`src/logic/a2_card_pkg.sv`:
```
// Shared card count, field widths and bus, audio and pixel structs for the card glue logic
`default_nettype none

package a2_card_pkg;

    // Slot cards taking part in bus arbitration
    localparam int NUM_CARDS = 4;

    // Card order, index 0 wins the bus
    localparam int CARD_SERIAL = 0;
    localparam int CARD_SPRITE = 1;
    localparam int CARD_SOUND  = 2;
    localparam int CARD_DISK   = 3;

    // Audio weighting
    localparam int SOUND_SHIFT   = 5;
    localparam int SPEAKER_SHIFT = 13;

    typedef logic [7:0] bus_data_t;

    // One card's answer to the current bus cycle
    typedef struct packed {
        logic      rd_en;
        logic      irq_n;
        bus_data_t data;
    } card_resp_t;

    // What the card drives onto the Apple bus
    typedef struct packed {
        logic      oe;
        logic      irq_n;
        bus_data_t data;
    } bus_drive_t;

    typedef logic [15:0] sample_t;
    typedef logic [9:0]  sound_level_t;

    typedef struct packed {
        sample_t left;
        sample_t right;
    } stereo_t;

    typedef struct packed {
        logic       active;
        logic [7:0] r;
        logic [7:0] g;
        logic [7:0] b;
    } rgb_pixel_t;

endpackage

`default_nettype wire

```
`src/logic/a2_bus_timing.sv`:
```
// Derives phase level, 2 MHz and 14 MHz strobes and the system reset from the Apple clocks
`timescale 1ns/1ps
`default_nettype none

module a2_bus_timing (
    input  logic clk_logic_w,
    input  logic rst_n_i,
    input  logic a2_phi1_i,
    input  logic a2_7m_i,
    input  logic a2_reset_n_i,
    output logic phase_o,
    output logic clk_2m_stb_o,
    output logic clk_14m_stb_o,
    output logic system_reset_n_o
);

    logic phi1_rise_w;
    logic phi1_fall_w;
    logic clk_7m_rise_w;
    logic clk_7m_fall_w;
    logic [1:0] a2_reset_sync_r;

    a2_phase_sync u_phi1_sync (
        .clk_logic_w (clk_logic_w),
        .rst_n_i     (rst_n_i),
        .async_i     (a2_phi1_i),
        .level_o     (phase_o),
        .rise_o      (phi1_rise_w),
        .fall_o      (phi1_fall_w)
    );

    // Only the edges of the 7 MHz clock matter here
    a2_phase_sync u_7m_sync (
        .clk_logic_w (clk_logic_w),
        .rst_n_i     (rst_n_i),
        .async_i     (a2_7m_i),
        .level_o     (),
        .rise_o      (clk_7m_rise_w),
        .fall_o      (clk_7m_fall_w)
    );

    // Both phi1 edges make a 2 MHz tick
    assign clk_2m_stb_o  = phi1_rise_w | phi1_fall_w;
    assign clk_14m_stb_o = clk_7m_rise_w | clk_7m_fall_w;

    // Apple reset synchronizer, board reset asserts it at once
    always_ff @(posedge clk_logic_w or negedge rst_n_i) begin
        if (!rst_n_i) begin
            a2_reset_sync_r <= 2'b00;
        end else begin
            a2_reset_sync_r <= {a2_reset_sync_r[0], a2_reset_n_i};
        end
    end

    assign system_reset_n_o = a2_reset_sync_r[1];

endmodule

`default_nettype wire

```
`src/logic/a2_card_core.sv`:
```
// Top level of the card glue logic, joins bus timing, arbiter, audio mixer and dimmer
`timescale 1ns/1ps
`default_nettype none

module a2_card_core
    import a2_card_pkg::*;
#(
    parameter bit BUS_DATA_OUT_ENABLE = 1'b1,
    parameter bit IRQ_OUT_ENABLE      = 1'b1,
    parameter bit SPEAKER_ENABLE      = 1'b0,
    parameter bit SCANLINES_ENABLE    = 1'b0
) (
    input  logic         clk_logic_w,
    input  logic         rst_n_i,

    // Apple bus clocks and reset
    input  logic         a2_phi1_i,
    input  logic         a2_7m_i,
    input  logic         a2_reset_n_i,

    // Card responses and latched bus byte
    input  card_resp_t   card_resp_i [NUM_CARDS],
    input  bus_data_t    bus_data_i,

    // Audio sources
    input  sample_t      sprite_audio_i,
    input  sound_level_t sound_left_i,
    input  sound_level_t sound_right_i,
    input  logic         speaker_i,

    // Video
    input  rgb_pixel_t   pixel_i,
    input  logic         line_odd_i,

    // Bit 0 scanlines, bit 1 speaker, both active low
    input  logic [1:0]   dip_switches_n_i,

    output logic         phase_o,
    output logic         clk_2m_stb_o,
    output logic         clk_14m_stb_o,
    output logic         system_reset_n_o,
    output bus_drive_t   bus_drive_o,
    output stereo_t      audio_o,
    output rgb_pixel_t   pixel_o
);

    logic scanline_sw_w;
    logic speaker_sw_w;

    assign scanline_sw_w = ~dip_switches_n_i[0];
    assign speaker_sw_w  = ~dip_switches_n_i[1];

    a2_bus_timing u_bus_timing (
        .clk_logic_w      (clk_logic_w),
        .rst_n_i          (rst_n_i),
        .a2_phi1_i        (a2_phi1_i),
        .a2_7m_i          (a2_7m_i),
        .a2_reset_n_i     (a2_reset_n_i),
        .phase_o          (phase_o),
        .clk_2m_stb_o     (clk_2m_stb_o),
        .clk_14m_stb_o    (clk_14m_stb_o),
        .system_reset_n_o (system_reset_n_o)
    );

    card_bus_arbiter #(
        .BUS_DATA_OUT_ENABLE (BUS_DATA_OUT_ENABLE),
        .IRQ_OUT_ENABLE      (IRQ_OUT_ENABLE)
    ) u_arbiter (
        .clk_logic_w (clk_logic_w),
        .rst_n_i     (rst_n_i),
        .card_resp_i (card_resp_i),
        .bus_data_i  (bus_data_i),
        .bus_drive_o (bus_drive_o)
    );

    audio_mixer #(
        .SPEAKER_ENABLE (SPEAKER_ENABLE)
    ) u_mixer (
        .clk_logic_w    (clk_logic_w),
        .rst_n_i        (rst_n_i),
        .sprite_audio_i (sprite_audio_i),
        .sound_left_i   (sound_left_i),
        .sound_right_i  (sound_right_i),
        .speaker_i      (speaker_i),
        .speaker_sw_i   (speaker_sw_w),
        .audio_o        (audio_o)
    );

    scanline_dimmer #(
        .SCANLINES_ENABLE (SCANLINES_ENABLE)
    ) u_dimmer (
        .clk_logic_w   (clk_logic_w),
        .rst_n_i       (rst_n_i),
        .pixel_i       (pixel_i),
        .line_odd_i    (line_odd_i),
        .scanline_sw_i (scanline_sw_w),
        .pixel_o       (pixel_o)
    );

endmodule

`default_nettype wire

```
`src/logic/a2_phase_sync.sv`:
```
// Brings one Apple clock into the logic clock domain and flags its rising and falling edges
`timescale 1ns/1ps
`default_nettype none

module a2_phase_sync (
    input  logic clk_logic_w,
    input  logic rst_n_i,
    input  logic async_i,
    output logic level_o,
    output logic rise_o,
    output logic fall_o
);

    logic meta_r;
    logic sync_r;
    logic prev_r;

    // Two-flop synchronizer, first flop may go metastable
    always_ff @(posedge clk_logic_w or negedge rst_n_i) begin
        if (!rst_n_i) begin
            meta_r <= 1'b0;
            sync_r <= 1'b0;
        end else begin
            meta_r <= async_i;
            sync_r <= meta_r;
        end
    end

    // History flop for edge detection
    always_ff @(posedge clk_logic_w or negedge rst_n_i) begin
        if (!rst_n_i) begin
            prev_r <= 1'b0;
        end else begin
            prev_r <= sync_r;
        end
    end

    assign level_o = sync_r;

    // Strobes last the one cycle where the new level first shows
    assign rise_o = sync_r & ~prev_r;
    assign fall_o = ~sync_r & prev_r;

endmodule

`default_nettype wire

```
`src/logic/audio_mixer.sv`:
```
// Mixes sprite audio, sound card levels and the speaker bit into one stereo sample
`timescale 1ns/1ps
`default_nettype none

module audio_mixer
    import a2_card_pkg::*;
#(
    parameter bit SPEAKER_ENABLE = 1'b0
) (
    input  logic         clk_logic_w,
    input  logic         rst_n_i,
    input  sample_t      sprite_audio_i,
    input  sound_level_t sound_left_i,
    input  sound_level_t sound_right_i,
    input  logic         speaker_i,
    input  logic         speaker_sw_i,
    output stereo_t      audio_o
);

    logic    speaker_on_w;
    stereo_t mix_w;

    // One channel, sum wraps at 16 bits
    function automatic sample_t mix_channel(
        input sample_t      sprite,
        input sound_level_t level,
        input logic         spk
    );
        sample_t sound_term;
        sample_t spk_term;
        sound_term = sample_t'(level) << SOUND_SHIFT;
        spk_term   = sample_t'(spk) << SPEAKER_SHIFT;
        return sprite + sound_term + spk_term;
    endfunction

    // Speaker counts when forced on or switched on
    assign speaker_on_w = speaker_i & (SPEAKER_ENABLE | speaker_sw_i);

    assign mix_w.left  = mix_channel(sprite_audio_i, sound_left_i, speaker_on_w);
    assign mix_w.right = mix_channel(sprite_audio_i, sound_right_i, speaker_on_w);

    always_ff @(posedge clk_logic_w or negedge rst_n_i) begin
        if (!rst_n_i) begin
            audio_o <= '0;
        end else begin
            audio_o <= mix_w;
        end
    end

endmodule

`default_nettype wire

```
`src/logic/card_bus_arbiter.sv`:
```
// Picks which slot card drives the Apple data bus and merges the card interrupts
`timescale 1ns/1ps
`default_nettype none

module card_bus_arbiter
    import a2_card_pkg::*;
#(
    parameter bit BUS_DATA_OUT_ENABLE = 1'b1,
    parameter bit IRQ_OUT_ENABLE      = 1'b1
) (
    input  logic       clk_logic_w,
    input  logic       rst_n_i,
    input  card_resp_t card_resp_i [NUM_CARDS],
    input  bus_data_t  bus_data_i,
    output bus_drive_t bus_drive_o
);

    bus_data_t sel_data_w;
    logic      any_rd_w;
    logic      irq_all_n_w;
    logic      irq_out_n_w;

    // Walk from the lowest priority card up so index 0 wins
    always_comb begin
        sel_data_w = bus_data_i;
        for (int i = NUM_CARDS - 1; i >= 0; i--) begin
            if (card_resp_i[i].rd_en) begin
                sel_data_w = card_resp_i[i].data;
            end
        end
    end

    // Wired-OR style merge of the read enables and interrupts
    always_comb begin
        any_rd_w    = 1'b0;
        irq_all_n_w = 1'b1;
        for (int i = 0; i < NUM_CARDS; i++) begin
            any_rd_w    = any_rd_w | card_resp_i[i].rd_en;
            irq_all_n_w = irq_all_n_w & card_resp_i[i].irq_n;
        end
    end

    // Interrupt line stays released when IRQ output is off
    assign irq_out_n_w = IRQ_OUT_ENABLE ? irq_all_n_w : 1'b1;

    always_ff @(posedge clk_logic_w or negedge rst_n_i) begin
        if (!rst_n_i) begin
            bus_drive_o.oe    <= 1'b0;
            bus_drive_o.irq_n <= 1'b1;
            bus_drive_o.data  <= '0;
        end else begin
            bus_drive_o.oe    <= any_rd_w & BUS_DATA_OUT_ENABLE;
            bus_drive_o.irq_n <= irq_out_n_w;
            bus_drive_o.data  <= sel_data_w;
        end
    end

endmodule

`default_nettype wire

```
`src/logic/scanline_dimmer.sv`:
```
// Halves pixel color intensity on odd lines to imitate CRT scanlines
`timescale 1ns/1ps
`default_nettype none

module scanline_dimmer
    import a2_card_pkg::*;
#(
    parameter bit SCANLINES_ENABLE = 1'b0
) (
    input  logic       clk_logic_w,
    input  logic       rst_n_i,
    input  rgb_pixel_t pixel_i,
    input  logic       line_odd_i,
    input  logic       scanline_sw_i,
    output rgb_pixel_t pixel_o
);

    logic       dim_w;
    rgb_pixel_t pixel_w;

    // Half intensity is a plain right shift
    function automatic logic [7:0] halve(input logic [7:0] c);
        return {1'b0, c[7:1]};
    endfunction

    assign dim_w = line_odd_i & (SCANLINES_ENABLE | scanline_sw_i);

    always_comb begin
        pixel_w = pixel_i;
        if (dim_w) begin
            pixel_w.r = halve(pixel_i.r);
            pixel_w.g = halve(pixel_i.g);
            pixel_w.b = halve(pixel_i.b);
        end
    end

    // Active bit rides along unchanged
    always_ff @(posedge clk_logic_w or negedge rst_n_i) begin
        if (!rst_n_i) begin
            pixel_o <= '0;
        end else begin
            pixel_o <= pixel_w;
        end
    end

endmodule

`default_nettype wire

```
`config.mk`:
```
export PLATFORM = sky130hd
export DESIGN_NAME = a2_card_core
export DESIGN_NICKNAME = d
export VERILOG_FILES = /design/src/logic/a2_card_pkg.sv /design/src/logic/a2_bus_timing.sv /design/src/logic/a2_card_core.sv /design/src/logic/a2_phase_sync.sv /design/src/logic/audio_mixer.sv /design/src/logic/card_bus_arbiter.sv /design/src/logic/scanline_dimmer.sv
export SDC_FILE = /design/constraint.sdc
export NUM_CORES = 1
export LEC_CHECK = 0
export BUFFER_PORTS_ARGS = -buffer_cell sky130_fd_sc_hd__buf_2
export CORE_UTILIZATION = 45
export DETAILED_ROUTE_END_ITERATION = 6
export PLACE_DENSITY = 0.81
export SLEW_MARGIN = 0
export SYNTH_ARGS = -nofsm -noshare
export SYNTH_HDL_FRONTEND = slang
export SYNTH_SLANG_ARGS = --single-unit
```
`constraint.sdc`:
```
create_clock -name clk_logic_w -period 0.8 [get_ports clk_logic_w]
set_input_delay 0.16 -clock clk_logic_w [delete_from_list [all_inputs] [get_ports clk_logic_w]]
set_output_delay 0.16 -clock clk_logic_w [all_outputs]
set_load 0.1 [all_outputs]
```
==> results of run 1 <==
-- timing repair --
action                                 in CTS
endpoints found under the hold margin      78
gates resized for setup                    43
buffers inserted                            9
setup endpoints to repair                  90
pin swaps                                  43
hold buffers                               10
-- stage by stage --
step / area [µm²] / setup WS, ns
2_1_floorplan: 4110 / -1.11
3_3_place_gp: 6370 / -1.30
3_5_place_dp: 6370 / -1.44
4_1_cts: 6950 / -0.892
-- layer usage --
layer | overflow | global-route usage [%]
met4 | 2 | 64.5
met2 | 0 | 84.3
met1 | 0 | 60.6
met3 | 0 | 37.6
met5 | 0 | 7.79
-- logic make-up after synthesis --
family / count (synthesis) / share of synthesized area (%)
simple gates: 45 / 6.40
buf+inv: 24 / 3.25
compound gates: 41 / 7.85
flops: 70 / 50.7
fa+ha+maj: 40 / 15.3
xor+xnor: 20 / 5.06
mux: 37 / 11.5
==> run metrics, run 1 <==
post-synth top area cell dfrtp_1; Initial Util 47.2%; clock sink total 70; Commonest cells post-synth dfrtp_1 (69), ha_1 (36), mux2_2 (21), nand2_1 (18); grt ovf 2; register area share after synthesis between 50% and 60%; input/output buffers 188; GPL Wtd Cong 0.751; number of synthesized register bits 70; H-Tree Depth 3; EDFF count, synth 0; Syn Inst Count 277; Mean Syn Cell Area 12.5 µm²; Tot GR Track Use 61.4%; synth top area cells dfrtp_1 (50%), ha_1 (13%), mux2_2 (6.8%); Log Error [ERROR GRT-0232] Routing congestion too high. Check the congestion heatmap in the GUI.; Cell Rows 31; worst_ep grt u_mixer.audio_o[30]$_DFF_PN0_/D; placed cells between 500 and 600; Boundary Pins about 190; largest buffer count on any clock path 2; Fail Step global routing (5_1_grt); die width 89.7 µm; largest net degree at the start of global routing 28; root cell of the clock tree clkbuf_8; Num CTS Buffers 9; ys flop type dfrtp_1; most frequent cell after synthesis dfrtp_1; die height 89.7 µm; distinct cell type count after synthesis 34; Async S/R FF share, synth 100%; dpl hpwl 9830 µm; YS warnings 0; synthesized area about 3500 µm²; Worst EP Category register data pin; top cell type's share of synthesized area roughly half; status aborted with a tool error; syn nets between 400 and 500
==> inputs of run 2 (changes only) <==
CORE_UTILIZATION = 40   (was 45)
PLACE_DENSITY = not set   (was 0.81)
PLACE_DENSITY_LB_ADDON = 0.15   (was not set)
==> run 2 against run 1 <==
  * Area after synthesis unchanged
  * Synthesized cell count unchanged
  * The flow now finishes, with violations (setup timing)
==> run metrics, run 2 <==
Syn Inst Count 277 (unchanged); syn nets 435 (unchanged); first-pass GRT wire length around 17000 µm; worst-skew pair later-pin latency 0.34 ns; distinct cell type count after synthesis 34 (unchanged); Power Density between 2000 and 2500 nW/µm²; die width 95.0 µm (+5.9%); post-synth top area cell dfrtp_1; H-Tree Depth 3 (unchanged); WL/cell 18.3 µm; flop-to-flop setup slack 0.05 ns; Die ar. 9030 µm²; Post-Layout Cell Count approximately 640; max reg flops 27; synth top area cells dfrtp_1 (50%), ha_1 (13%), mux2_2 (6.8%); failing checks setup timing; initial antenna violation count 0; synthesized area 3460 µm² (unchanged); largest registers u_mixer.audio_o: 27 flops, u_dimmer.pixel_o: 25 flops, u_arbiter.bus_drive_o: 10 flops; vias 3163; crit share post-route 217%; Boundary Pins 189 (unchanged); fmax 577 MHz; WL met2 6470 µm; CTS tree done; Hold Fails Final Rpt 0; fin nets 683; Tmin final between 1.5 and 2 ns; Commonest cells post-synth dfrtp_1 (69), ha_1 (36), mux2_2 (21), nand2_1 (18); critical path arrival 1.99 ns; CP cell instances buf_8 > buf_6 > ha_4 > ha_4 > inv_2 > fa_2 > nor2b_4 > o2111ai_2 > nand3_2 > buf_6 > nor2_4 > xnor2_2; placed cells 600 (+1.2%); top cell type's share of synthesized area 49.9% (unchanged); clock skew 0.0105 ns; drt drc 0; Critical R2R Launch u_bus_timing.u_phi1_sync.level_o; status complete, but fails checks; R2R Path End u_bus_timing.u_phi1_sync.prev_r; number of synthesized register bits 70 (unchanged); most flop-heavy register u_mixer.audio_o; hold path endpoint u_arbiter.bus_drive_o[6]; Cell Rows 33 (+6.5%); WL met1 4230 µm; Async S/R FF share, synth 100% (unchanged); Num CTS Buffers 9 (unchanged); max-slew violation count 0; slowest cell delay on critical path 0.39 ns; Slew @ Worst Pin 0.351 ns; clock sink total 70 (unchanged); core box area 8300 µm²; final setup fails approximately 90; die height 95.0 µm (+5.9%); DRT Pass-1 Iters 4; YS warnings 0 (unchanged); RSZ-0062 raised after global routing yes; CP max-delay cell fa_2; type of origin of the critical path input port; relative slew slack approximately three quarters; commonest non-fill, non-tap cell in the layout buf_2; worst hold slack 0.0205 ns; LEAKAGE 0.00327 µW; register area share after synthesis 50.7% (unchanged); worst-path maximum fanout 2; antenna cells 0; Initial Util 41.7% (-5.5 points); Peak supply drop around 0.0016 V; antenna-violating nets left 0; Mean Syn Cell Area 12.5 µm² (unchanged); final wirelength approximately 12000 µm; Worst Hold Path Cells 3; commonest cells after routing, fill and taps aside buf_2 (106), buf_12 (72), dfrtp_4 (63), buf_4 (37); Setup crit end kind flip-flop; Met3 Routed Length 686 µm; vias in the first global route 3315; GPL Wtd Cong 0.749 (-0.24%); input/output buffers 188 (unchanged); grt ovf 0; Tot GR Track Use 25.7%; R2R depth 1; EDFF count, synth 0 (unchanged); proportion of layout cells with a drive suffix above 1 75.3%; largest buffer count on any clock path 2 (unchanged); most frequent cell after synthesis dfrtp_1; ys flop type dfrtp_1; DR vias/cell ~5.0; WP data required about 1.1 ns; Area Overhead vs Synth 106%; min-delay src card_resp_i[36]; Top Layer Used met4; pre-CTS setup slack -1.35 ns (+0.0871 ns); Setup CP Type input port to flip-flop; dpl hpwl 8300 µm (-16%); 1st-iter DRT viols 75; Worst Hold Class input port to flip-flop; clock-pin slew on the worst setup and hold paths 0.08 ns; final worst slack -0.934 ns; max capacitance violation total 0; largest net degree at the start of global routing 45; root cell of the clock tree clkbuf_8
[run 2: cell counts after synthesis]
No cell type changed its count.
[run 2: final cells by class]
class / count / area, µm²
Timing Repair Buffer: 250 / 2640
Clock inverter: 6 / 93.8
Multi-Input combinational cell: 183 / 2100
Tap cell: 105 / 131
Sequential cell: 70 / 1990
Fill cell: 406 / 1160
Inverter: 11 / 41.3
Clock buffer: 10 / 138
[run 2: timing repair]
item | in CTS | in global routing
buffers inserted | 7 | 3
resized for setup | 53 | 14
pin swaps | 18 | 15
hold buffers | 10 | 0
setup endpoints to repair | 89 | 90
endpoints found under the hold margin | 78 | 0
[run 2: worst max path at each step]
stage | from | end | slack [ns] | depth (start not counted)
after floorplan | sprite_audio_i[6] | u_mixer.audio_o[30] | -1.11 | 8
after global placement | sprite_audio_i[6] | u_mixer.audio_o[30] | -1.31 | 9
after detailed placement | sprite_audio_i[6] | u_mixer.audio_o[30] | -1.35 | 9
after CTS | sound_left_i[1] | u_mixer.audio_o[30] | -0.82 | 9
after global routing | sprite_audio_i[6] | u_mixer.audio_o[12] | -0.97 | 12
final | sprite_audio_i[6] | u_mixer.audio_o[12] | -0.93 | 12
[run 2: layer usage]
| layer | vias up | track usage [%] |
|---|---|---|
| met5 | - | 0 |
| met4 | 0 | 7.20 |
| li1 | 1460 | - |
| met2 | 139 | 47.9 |
| met1 | 1541 | 29.2 |
| met3 | 23 | 6.06 |
[run 2: worst max-delay path, delay by kind of cell]
family	cells	cell delay [ns]
adders and majority gates	3	0.78
buffers and inverters	4	0.37
and+or+nand+nor	3	0.35
xor gates and xnor gates	1	0.17
AOI/OAI and AO/OA	1	0.15
[run 2: report_power, final]
group	total (µW)	leakage (µW)	internal [µW]	switching, µW
sequential	4670	0.000760	4260	413
combinational	8120	0.00240	3260	4870
clock	3290	0.000113	1860	1420
[run 2: kinds of logic (layout without fill, tap and decap cells)]
group                    Yosys count  count (layout)  synth area share (%)
AO/OA/AOI/OAI                     41              41                  7.85
XOR/XNOR                          20              20                  5.06
adder cells (fa/ha/maj)           40              40                  15.3
multiplexers                      37              37                  11.5
AND/OR/NAND/NOR                   45              45                  6.40
flip-flops                        70              70                  50.7
buffers and inverters             24             277                  3.25
[run 2: metrics by stage]
stage          power [µW]  TNS, ns  utilization, %  cell area [µm²]
3_3_place_gp        12100   -25.36            76.8             6380
3_5_place_dp        12300   -27.21            76.8             6380
5_1_grt             16600   -40.11            86.0             7140
4_1_cts             15900   -37.01            84.8             7030
2_1_floorplan        9190   -17.12               -             4110
6_report            16100   -37.23            86.0             7140
Power figures use the tool's default switching activity.
